$ cat config.mk
export PLATFORM = sky130hd
export DESIGN_NAME = lpdaq_top
export DESIGN_NICKNAME = d
export VERILOG_FILES = /design/src/design/lpdaq_pkg.sv /design/src/design/sample_read_if.sv /design/src/design/adc_frame_receiver.sv /design/src/design/sample_fifo.sv /design/src/design/sample_readout.sv /design/src/design/lpdaq_top.sv
export VERILOG_INCLUDE_DIRS = /design/src /design/src/include
export SDC_FILE = /design/constraint.sdc
export NUM_CORES = 1
export LEC_CHECK = 0
export ABC_AREA = 0
export BUFFER_PORTS_ARGS = -buffer_cell sky130_fd_sc_hd__buf_2
export CORE_MARGIN = 4
export CORE_UTILIZATION = 49
export DETAILED_ROUTE_END_ITERATION = 10
export PLACE_DENSITY = 0.75
export SYNTH_ARGS = -nofsm -noshare
export SYNTH_HDL_FRONTEND = slang
export SYNTH_SLANG_ARGS = --single-unit
export TNS_END_PERCENT = 10
$ cat constraint.sdc
create_clock -name aclk -period 3.8 [get_ports aclk]
set_input_delay 0 -clock aclk [delete_from_list [all_inputs] [get_ports aclk]]
set_output_delay 0 -clock aclk [all_outputs]
set_load 0.02 [all_outputs]
$ cat src/include/lpdaq_defines.svh
`ifndef LPDAQ_DEFINES_SVH
`define LPDAQ_DEFINES_SVH

// one converted sample from the ADC.
`define LPDAQ_SAMPLE_W 24

// buffer depth, power of two.
`define LPDAQ_FIFO_DEPTH 16

// flops per input synchronizer.
`define LPDAQ_SYNC_STAGES 2

// register byte addresses.
`define LPDAQ_REG_CTRL   4'h0
`define LPDAQ_REG_COUNT  4'h4
`define LPDAQ_REG_DATA   4'h8
`define LPDAQ_REG_STATUS 4'hC

`endif

$ cat src/design/lpdaq_pkg.sv
`default_nettype none

`include "lpdaq_defines.svh"

package lpdaq_pkg;

    // one signed conversion result.
    typedef logic signed [`LPDAQ_SAMPLE_W-1:0] adc_sample_t;

    // register port data and address.
    typedef logic [31:0] reg_word_t;
    typedef logic [3:0]  reg_addr_t;

    // occupancy, 0 up to and including the depth.
    typedef logic [$clog2(`LPDAQ_FIFO_DEPTH):0] fifo_count_t;

    typedef logic [4:0] bit_count_t;

    typedef enum logic [1:0] {
        IDLE,
        SHIFT,
        DONE
    } rx_state_t;

endpackage

`default_nettype wire

$ cat src/design/sample_read_if.sv
`timescale 1ns/10ps
`default_nettype none

interface sample_read_if;
    import lpdaq_pkg::*;

    logic        pop;
    adc_sample_t rd_sample;
    fifo_count_t count;
    logic        empty;
    logic        overflow;

    modport fifo_side (
        input  pop,
        output rd_sample,
        output count,
        output empty,
        output overflow
    );

    modport reader_side (
        output pop,
        input  rd_sample,
        input  count,
        input  empty,
        input  overflow
    );

endinterface

`default_nettype wire

$ cat src/design/adc_frame_receiver.sv
`timescale 1ns/10ps
`default_nettype none

`include "lpdaq_defines.svh"

module adc_frame_receiver (
    input  logic                  aclk,
    input  logic                  reset,
    input  logic                  enable,
    input  logic                  sck,
    input  logic                  dout,
    input  logic                  fsync,
    output logic                  sample_valid,
    output lpdaq_pkg::adc_sample_t sample,
    output logic                  frame_error
);
    import lpdaq_pkg::*;

    localparam int STAGES = `LPDAQ_SYNC_STAGES;
    localparam bit_count_t LAST_BIT = bit_count_t'(`LPDAQ_SAMPLE_W - 1);

    logic [STAGES-1:0] sck_sync;
    logic [STAGES-1:0] dout_sync;
    logic [STAGES-1:0] fsync_sync;
    logic              sck_d;
    logic              fsync_d;
    logic              sck_rise;
    logic              fsync_rise;
    logic              dout_s;
    logic              shift_en;

    rx_state_t   state;
    bit_count_t  bit_cnt;
    adc_sample_t shift_reg;

    // bring the ADC lines into aclk, keep the last value for edges.
    always_ff @(posedge aclk) begin
        if (reset) begin
            sck_sync   <= '0;
            dout_sync  <= '0;
            fsync_sync <= '0;
            sck_d      <= 1'b0;
            fsync_d    <= 1'b0;
        end else begin
            sck_sync   <= {sck_sync[STAGES-2:0], sck};
            dout_sync  <= {dout_sync[STAGES-2:0], dout};
            fsync_sync <= {fsync_sync[STAGES-2:0], fsync};
            sck_d      <= sck_sync[STAGES-1];
            fsync_d    <= fsync_sync[STAGES-1];
        end
    end

    assign sck_rise   = sck_sync[STAGES-1] & ~sck_d;
    assign fsync_rise = fsync_sync[STAGES-1] & ~fsync_d;
    assign dout_s     = dout_sync[STAGES-1];

    // a new fsync wins over a coincident sck edge.
    assign shift_en = enable && (state == SHIFT) && !fsync_rise && sck_rise;

    always_ff @(posedge aclk) begin
        if (reset) begin
            state       <= IDLE;
            bit_cnt     <= '0;
            frame_error <= 1'b0;
        end else begin
            frame_error <= 1'b0;
            if (!enable) begin
                state <= IDLE;
            end else begin
                case (state)
                    IDLE: begin
                        if (fsync_rise) begin
                            state   <= SHIFT;
                            bit_cnt <= '0;
                        end
                    end
                    SHIFT: begin
                        if (fsync_rise) begin
                            // frame cut short, restart.
                            frame_error <= 1'b1;
                            bit_cnt     <= '0;
                        end else if (sck_rise) begin
                            bit_cnt <= bit_cnt + 1'b1;
                            if (bit_cnt == LAST_BIT) begin
                                state <= DONE;
                            end
                        end
                    end
                    DONE: begin
                        if (fsync_rise) begin
                            state   <= SHIFT;
                            bit_cnt <= '0;
                        end else begin
                            state <= IDLE;
                        end
                    end
                    default: state <= IDLE;
                endcase
            end
        end
    end

    // msb first.
    always_ff @(posedge aclk) begin
        if (shift_en) begin
            shift_reg <= {shift_reg[`LPDAQ_SAMPLE_W-2:0], dout_s};
        end
    end

    assign sample_valid = (state == DONE);
    assign sample       = shift_reg;

    a_valid_error_exclusive: assert property (
        @(posedge aclk) disable iff (reset)
        !(sample_valid && frame_error)
    ) else $error("sample_valid and frame_error pulsed together");

endmodule

`default_nettype wire

$ cat src/design/sample_fifo.sv
`timescale 1ns/10ps
`default_nettype none

`include "lpdaq_defines.svh"

module sample_fifo (
    input  logic                   aclk,
    input  logic                   reset,
    input  logic                   sample_valid,
    input  lpdaq_pkg::adc_sample_t sample,
    sample_read_if.fifo_side       rd
);
    import lpdaq_pkg::*;

    localparam int PTR_W = $clog2(`LPDAQ_FIFO_DEPTH);
    localparam fifo_count_t FULL_COUNT = fifo_count_t'(`LPDAQ_FIFO_DEPTH);

    adc_sample_t mem [`LPDAQ_FIFO_DEPTH];

    logic [PTR_W-1:0] wr_ptr;
    logic [PTR_W-1:0] rd_ptr;
    fifo_count_t      count;
    logic             full;
    logic             wr_en;
    logic             overflow;

    assign full  = (count == FULL_COUNT);
    assign wr_en = sample_valid && !full;

    always_ff @(posedge aclk) begin
        if (wr_en) begin
            mem[wr_ptr] <= sample;
        end
    end

    // pointers wrap on their own, depth is a power of two.
    always_ff @(posedge aclk) begin
        if (reset) begin
            wr_ptr   <= '0;
            rd_ptr   <= '0;
            count    <= '0;
            overflow <= 1'b0;
        end else begin
            overflow <= sample_valid && full;
            if (wr_en) begin
                wr_ptr <= wr_ptr + 1'b1;
            end
            if (rd.pop) begin
                rd_ptr <= rd_ptr + 1'b1;
            end
            case ({wr_en, rd.pop})
                2'b10:   count <= count + 1'b1;
                2'b01:   count <= count - 1'b1;
                default: count <= count;
            endcase
        end
    end

    // head shows without waiting for the pop.
    assign rd.rd_sample = mem[rd_ptr];
    assign rd.count     = count;
    assign rd.empty     = (count == '0);
    assign rd.overflow  = overflow;

    a_count_bounded: assert property (
        @(posedge aclk) disable iff (reset)
        count <= FULL_COUNT
    ) else $error("fifo count above depth");

    a_no_pop_empty: assert property (
        @(posedge aclk) disable iff (reset)
        !(rd.pop && rd.empty)
    ) else $error("pop while fifo empty");

endmodule

`default_nettype wire

$ cat src/design/sample_readout.sv
`timescale 1ns/10ps
`default_nettype none

`include "lpdaq_defines.svh"

module sample_readout (
    input  logic                 aclk,
    input  logic                 reset,
    input  logic                 frame_error,
    input  logic                 reg_wr,
    input  logic                 reg_rd,
    input  lpdaq_pkg::reg_addr_t reg_addr,
    input  lpdaq_pkg::reg_word_t reg_wdata,
    sample_read_if.reader_side   rd,
    output logic                 enable,
    output lpdaq_pkg::reg_word_t reg_rdata,
    output logic                 reg_rvalid
);
    import lpdaq_pkg::*;

    localparam int EXT_W = 32 - `LPDAQ_SAMPLE_W;

    logic [1:0] status;
    reg_word_t  rd_word;
    reg_word_t  head_ext;

    assign head_ext = {{EXT_W{rd.rd_sample[`LPDAQ_SAMPLE_W-1]}}, rd.rd_sample};

    // data read pops the head, nothing when empty.
    assign rd.pop = reg_rd && (reg_addr == `LPDAQ_REG_DATA) && !rd.empty;

    always_comb begin
        case (reg_addr)
            `LPDAQ_REG_CTRL:   rd_word = {31'b0, enable};
            `LPDAQ_REG_COUNT:  rd_word = reg_word_t'(rd.count);
            `LPDAQ_REG_DATA:   rd_word = rd.empty ? '0 : head_ext;
            `LPDAQ_REG_STATUS: rd_word = {30'b0, status};
            default:           rd_word = '0;
        endcase
    end

    always_ff @(posedge aclk) begin
        if (reg_rd) begin
            reg_rdata <= rd_word;
        end
    end

    always_ff @(posedge aclk) begin
        if (reset) begin
            enable     <= 1'b0;
            status     <= 2'b00;
            reg_rvalid <= 1'b0;
        end else begin
            reg_rvalid <= reg_rd;
            if (reg_wr && (reg_addr == `LPDAQ_REG_CTRL)) begin
                enable <= reg_wdata[0];
            end
            // write one to clear, a new event in the same cycle wins.
            if (reg_wr && (reg_addr == `LPDAQ_REG_STATUS)) begin
                status <= (status & ~reg_wdata[1:0]) | {frame_error, rd.overflow};
            end else begin
                status <= status | {frame_error, rd.overflow};
            end
        end
    end

    a_no_rd_wr_overlap: assert property (
        @(posedge aclk) disable iff (reset)
        !(reg_rd && reg_wr)
    ) else $error("register read and write in the same cycle");

endmodule

`default_nettype wire

$ cat src/design/lpdaq_top.sv
`timescale 1ns/10ps
`default_nettype none

module lpdaq_top (
    input  logic                 aclk,
    input  logic                 reset,
    input  logic                 sck,
    input  logic                 dout,
    input  logic                 fsync,
    input  logic                 reg_wr,
    input  logic                 reg_rd,
    input  lpdaq_pkg::reg_addr_t reg_addr,
    input  lpdaq_pkg::reg_word_t reg_wdata,
    output lpdaq_pkg::reg_word_t reg_rdata,
    output logic                 reg_rvalid
);
    import lpdaq_pkg::*;

    logic        enable;
    logic        sample_valid;
    adc_sample_t sample;
    logic        frame_error;

    sample_read_if rd_bus ();

    adc_frame_receiver u_receiver (
        .aclk         (aclk),
        .reset        (reset),
        .enable       (enable),
        .sck          (sck),
        .dout         (dout),
        .fsync        (fsync),
        .sample_valid (sample_valid),
        .sample       (sample),
        .frame_error  (frame_error)
    );

    sample_fifo u_fifo (
        .aclk         (aclk),
        .reset        (reset),
        .sample_valid (sample_valid),
        .sample       (sample),
        .rd           (rd_bus.fifo_side)
    );

    sample_readout u_readout (
        .aclk        (aclk),
        .reset       (reset),
        .frame_error (frame_error),
        .reg_wr      (reg_wr),
        .reg_rd      (reg_rd),
        .reg_addr    (reg_addr),
        .reg_wdata   (reg_wdata),
        .rd          (rd_bus.reader_side),
        .enable      (enable),
        .reg_rdata   (reg_rdata),
        .reg_rvalid  (reg_rvalid)
    );

endmodule

`default_nettype wire

==> impl.org <==
** Global route
- Number of antenna violations at the first check in global routing :: 0
- In the global route stage, overall resource usage came out at 0.1823.
- Overflow after GRT :: 0
- Largest net degree at the start of global routing :: 60
- Number of global-route vias before repair :: 8,347
- The first global-routing pass estimated 52.92 mm of wire.

** Setup path
- Arrival time worst endpoint :: 3.47 ns
- The setup path with the least slack is of type reg -> reg.
- Across all register-to-register paths, the minimum setup slack is 0.81 ns.
- Terminus of the critical flop-to-flop path :: u_fifo.rd.count[4]
- In this run the worst path has a maximum fanout of 9.
- STA classifies the critical path startpoint as a flop.
- The worst register-to-register path begins at u_fifo.rd.count[1].
- Endpoint type of the worst setup path :: flop
- At the worst endpoint, the required time is 4.28 ns.
- Reg2reg path depth :: 10

** Timing
- Headroom to the max-slew limit :: 0.5755
- Transition time at the pin with the least slew margin :: 0.6368 ns
- Highest achievable clock rate :: 334.0 MHz
- Dividing the final minimum period by the clock period gives 0.7879.
- Minimum clock period :: 2.994 ns
- Post-route setup slack :: 0.8058 ns
- Setup repair after global routing left no endpoint under its margin.
- The final count of pins violating max slew came to 0.
- Setup violations remaining at the end of the flow were counted as 0.
- Final Hold Viols :: 0
- Summed negative setup slack over all endpoints :: 0 ns
- Fin Clk Skew :: 0.02732 ns

** Hold path
- Min-Delay Endpoint :: u_fifo.rd_ptr[1]
- The startpoint identified for the worst hold timing path is reg_rd.
- Along the worst hold path, the cell count comes to 4.
- Min-Delay Path Class :: in -> reg

** Clock tree
- Clock Sink Count :: 470
- Once the clock tree was built, the resizer swapped 0 gates to a different size.
- Max clock buf depth :: 3
- Insertion delay of the later-clocked pin in the worst-skew pair :: 0.57 ns
- Postcts setup bufs :: 0
- The H-tree was split into 2 levels.
- TritonCTS clock tree :: built
- Clock-pin slew was measured on the worst setup and hold paths at 0.06 ns.
- In this run the clock root is driven by a sky130_fd_sc_hd__clkbuf_16.
- Buffers inserted during clock tree synthesis total 45.

** Logic synthesis
- Synth top area share :: 0.7256
- Synthesis inferred 470 register bits.
- The share of the synthesized area in compound gates (AO/OA/AOI/OAI) was 0.008188.
- When the netlist entered floorplanning its net count stood at 878.
- Summed over all instances, the cell type with the most area after synthesis is sky130_fd_sc_hd__edfxtp_1.
- The most used flip-flop cell after synthesis is sky130_fd_sc_hd__edfxtp_1.
- Of all flip-flops after synthesis, the portion carrying an async set or reset was 0.
- Syn_area_per_cell :: 21.64 µm²
- In the synthesized netlist, the number of instances is 826.
- Of the total synthesized cell area, the portion taken by XOR and XNOR cells is 0.008258.
- The share of the Yosys chip area taken by registers is 0.7681.
- The portion of synthesized area spent on multiplexers is 0.1540.
- Cell Area, Synth :: 17,880 µm²
- Counting distinct cell types in the post-synthesis netlist gives 42.
- Of the total synthesized cell area, the portion taken by full adders, half adders and majority gates is 0.006299.
- After synthesis, the cell types taking the most area are sky130_fd_sc_hd__edfxtp_1, sky130_fd_sc_hd__mux4_2, sky130_fd_sc_hd__dfxtp_1, sky130_fd_sc_hd__nor2b_1, sky130_fd_sc_hd__nor2_1.
- Post-synth EDFFs :: 432
- Post-Synth Simple-Gate Area :: 0.03758
- Largest family of logic cells by synthesized area :: multiplexers
- Number of synthesis warnings :: 0

** Floorplan
- For this configuration, the core starts out at a cell density of 0.5002.
- Die Outline Area :: 39,610 µm²
- In this run the core area contains 69 standard-cell rows.
- Height of the die :: 199.0 µm
- The core region is 35,740 µm².
- In this run the count of I/O pins placed on the die edge is 76.
- The die is 199.0 µm wide.

** Finish
- Compared with the post-synthesis result, the final layout area differs by 14.40%.
- The repair_antennas step left the layout with diodes totalling 0.
- Total number of nets in the final design :: 972
- In the final layout, the share of cells above drive strength 1 is 0.3013.

** Placement
- The congestion estimate from routability-driven global placement came to 0.7512.
- Detailed placement finished with a half-perimeter wire length of 18.76 mm.
- Total of buffers placed on input and output ports :: 45
- At the placement stage, the worst setup path has a slack of 0.8234 ns.

** Flow run
- Max-cap violations in this run came to 0.

** Power and ir drop
- Across the VDD grid, the largest voltage drop is 0.4268 mV.
- Summed over all cells, the static leakage comes to 6.424 nW.
- Total power density per cell area :: 488.7 nW/µm²

** Routing
- Vias after detailed routing :: 8,263
- In this run the remaining antenna-violating nets after routing total 0.
- Number of iterations in the first detailed-routing pass :: 5
- Number of remaining DRC errors :: 0
- Number of DRC markers in iteration 0 :: 897
- In the final routed layout, each cell accounts on average for 25.09 µm.
- Vias per cell :: 5.831
- Total Routed Length :: 35.55 mm

** Status
- The run finished with clean final reports.
sequential cells by signal, summed over array words and instances, names as in the netlist, named ones only:
signal,flops
u_receiver.dout_sync,2
u_receiver.bit_cnt,5
u_readout.enable,1
u_receiver.fsync_sync,2
u_fifo.mem,384
u_fifo.wr_ptr,4
u_readout.reg_rvalid,1
u_fifo.rd.count,5
u_readout.reg_rdata,24
u_fifo.rd.overflow,1
u_receiver.fsync_d,1
u_receiver.sck_sync,2
u_readout.status,2
u_fifo.rd_ptr,4
u_receiver.sample,24
u_receiver.frame_error,1
u_receiver.sck_d,1
u_receiver.state,2
synth_stat cells (2+ instances only):
| library cell | n |
|---|---|
| sky130_fd_sc_hd__buf_2 | 7 |
| sky130_fd_sc_hd__buf_1 | 3 |
| sky130_fd_sc_hd__nand3_1 | 6 |
| sky130_fd_sc_hd__ha_1 | 9 |
| sky130_fd_sc_hd__a31oi_1 | 2 |
| sky130_fd_sc_hd__nand4_1 | 7 |
| sky130_fd_sc_hd__buf_4 | 9 |
| sky130_fd_sc_hd__o21ai_0 | 3 |
| sky130_fd_sc_hd__nand2_1 | 16 |
| sky130_fd_sc_hd__inv_1 | 8 |
| sky130_fd_sc_hd__and2_1 | 2 |
| sky130_fd_sc_hd__xnor2_1 | 3 |
| sky130_fd_sc_hd__xor2_1 | 12 |
| sky130_fd_sc_hd__nand2b_1 | 4 |
| sky130_fd_sc_hd__mux4_2 | 120 |
| sky130_fd_sc_hd__buf_6 | 8 |
| sky130_fd_sc_hd__mux2i_1 | 4 |
| sky130_fd_sc_hd__nor2_1 | 41 |
| sky130_fd_sc_hd__or3_1 | 2 |
| sky130_fd_sc_hd__nor2b_1 | 33 |
| sky130_fd_sc_hd__o21ai_1 | 6 |
| sky130_fd_sc_hd__edfxtp_1 | 432 |
| sky130_fd_sc_hd__clkbuf_1 | 21 |
| sky130_fd_sc_hd__nand3b_1 | 2 |
| sky130_fd_sc_hd__dfxtp_1 | 38 |
| sky130_fd_sc_hd__a21oi_1 | 6 |
| sky130_fd_sc_hd__nor3_1 | 7 |
kinds of logic (layout without fill, tap and decap cells):
group | after synthesis | after routing
buf+inv | 56 | 186
fa+ha+maj | 9 | 9
simple gates | 126 | 126
flops | 470 | 470
compound gates | 24 | 24
xor+xnor | 16 | 16
mux | 125 | 125
per-stage QoR:
stage          total power [mW]  utilization  cells  cell area, µm²  hold slack (ns)
6_report                  9.996       0.5722   1417           20450          0.07128
5_1_grt                   10.33       0.5722   1417           20450          0.09694
4_1_cts                   10.08       0.5722   1417           20450          0.05545
3_5_place_dp              5.752       0.5259   1312           18800           0.2167
3_3_place_gp              5.752       0.5259   1312           18800           0.2167
2_1_floorplan             5.725            -    826           17880          0.07161
how the worst max path moves through the flow:
stage,from,slack (ns),to
after global routing,u_fifo.rd.count[1],0.63,u_fifo.rd.count[4]
after global placement,u_fifo.rd.count[1],0.84,u_fifo.rd.count[4]
final,u_fifo.rd.count[1],0.81,u_fifo.rd.count[4]
after CTS,u_fifo.rd.count[1],0.81,u_fifo.rd.count[4]
after detailed placement,u_fifo.rd.count[1],0.82,u_fifo.rd.count[4]
after floorplan,u_fifo.rd.count[2],0.58,u_fifo.mem[3][0]
where the power goes:
group	internal (mW)	switching, mW	leakage, nW
combinational	0.0288	0.0466	1.51
sequential	5.57	0.00447	4.22
clock	2.47	1.87	0.696
total	8.07	1.92	6.42
worst max-delay path, cell delays in order (launching register included):
cell                      delay, ns
sky130_fd_sc_hd__dfxtp_1       0.41
sky130_fd_sc_hd__or4_4         0.58
sky130_fd_sc_hd__o211a_1       0.32
sky130_fd_sc_hd__ha_1          0.33
sky130_fd_sc_hd__xor2_1        0.18
sky130_fd_sc_hd__ha_1          0.22
sky130_fd_sc_hd__a31oi_1       0.17
sky130_fd_sc_hd__o21ai_1       0.12
sky130_fd_sc_hd__xnor2_2       0.15
sky130_fd_sc_hd__or3_1         0.30
sky130_fd_sc_hd__a21oi_1       0.13
cell usage in the layout, fill, tap and decap left out, types with 2 or more instances in the layout:
master,instances
sky130_fd_sc_hd__inv_6,3
sky130_fd_sc_hd__clkbuf_16,45
sky130_fd_sc_hd__bufinv_16,4
sky130_fd_sc_hd__and2_1,2
sky130_fd_sc_hd__nand2b_1,4
sky130_fd_sc_hd__a21oi_1,6
sky130_fd_sc_hd__edfxtp_1,432
sky130_fd_sc_hd__a31oi_1,2
sky130_fd_sc_hd__nor3_2,4
sky130_fd_sc_hd__nand4_1,7
sky130_fd_sc_hd__clkinv_1,8
sky130_fd_sc_hd__dlygate4sd3_1,22
sky130_fd_sc_hd__o21ai_0,3
sky130_fd_sc_hd__or3_1,2
sky130_fd_sc_hd__dfxtp_4,2
sky130_fd_sc_hd__mux4_2,120
sky130_fd_sc_hd__xor2_1,12
sky130_fd_sc_hd__mux2i_1,4
sky130_fd_sc_hd__dfxtp_1,35
sky130_fd_sc_hd__nor3_1,3
sky130_fd_sc_hd__o21ai_1,5
sky130_fd_sc_hd__xnor2_1,3
sky130_fd_sc_hd__clkinvlp_4,4
sky130_fd_sc_hd__clkinv_2,9
sky130_fd_sc_hd__buf_4,23
sky130_fd_sc_hd__ha_1,9
sky130_fd_sc_hd__clkbuf_1,8
sky130_fd_sc_hd__nand3_1,6
sky130_fd_sc_hd__inv_1,8
sky130_fd_sc_hd__nor2_1,28
sky130_fd_sc_hd__nand3b_1,2
sky130_fd_sc_hd__nor2b_1,33
sky130_fd_sc_hd__buf_12,5
sky130_fd_sc_hd__buf_2,45
sky130_fd_sc_hd__nor2_4,12
sky130_fd_sc_hd__nand2_1,16
what timing repair did:
item / in CTS / in global routing
hold buffers: 22 / 0
endpoints found under the setup margin: 0 / 0
endpoints found under the hold margin: 34 / 0
cell type report:
class	instances	area [µm²]
fillers	2575	15290
clock inverters	30	280.3
clock buffers	53	1156
well taps	461	576.8
multi-input cells	300	3949
inverters	8	30.03
flip-flops and latches	470	13740
repair buffers	95	718.2
routing by layer:
layer,GRT usage,vias to the layer above,routed length [µm]
met4,0.05066,0,779
met3,0.03269,52,2373
met5,0,-,0
met2,0.3027,341,18040
li1,-,3557,-
met1,0.2531,4313,14360
Note: power is estimated with default switching activity, not from simulation.
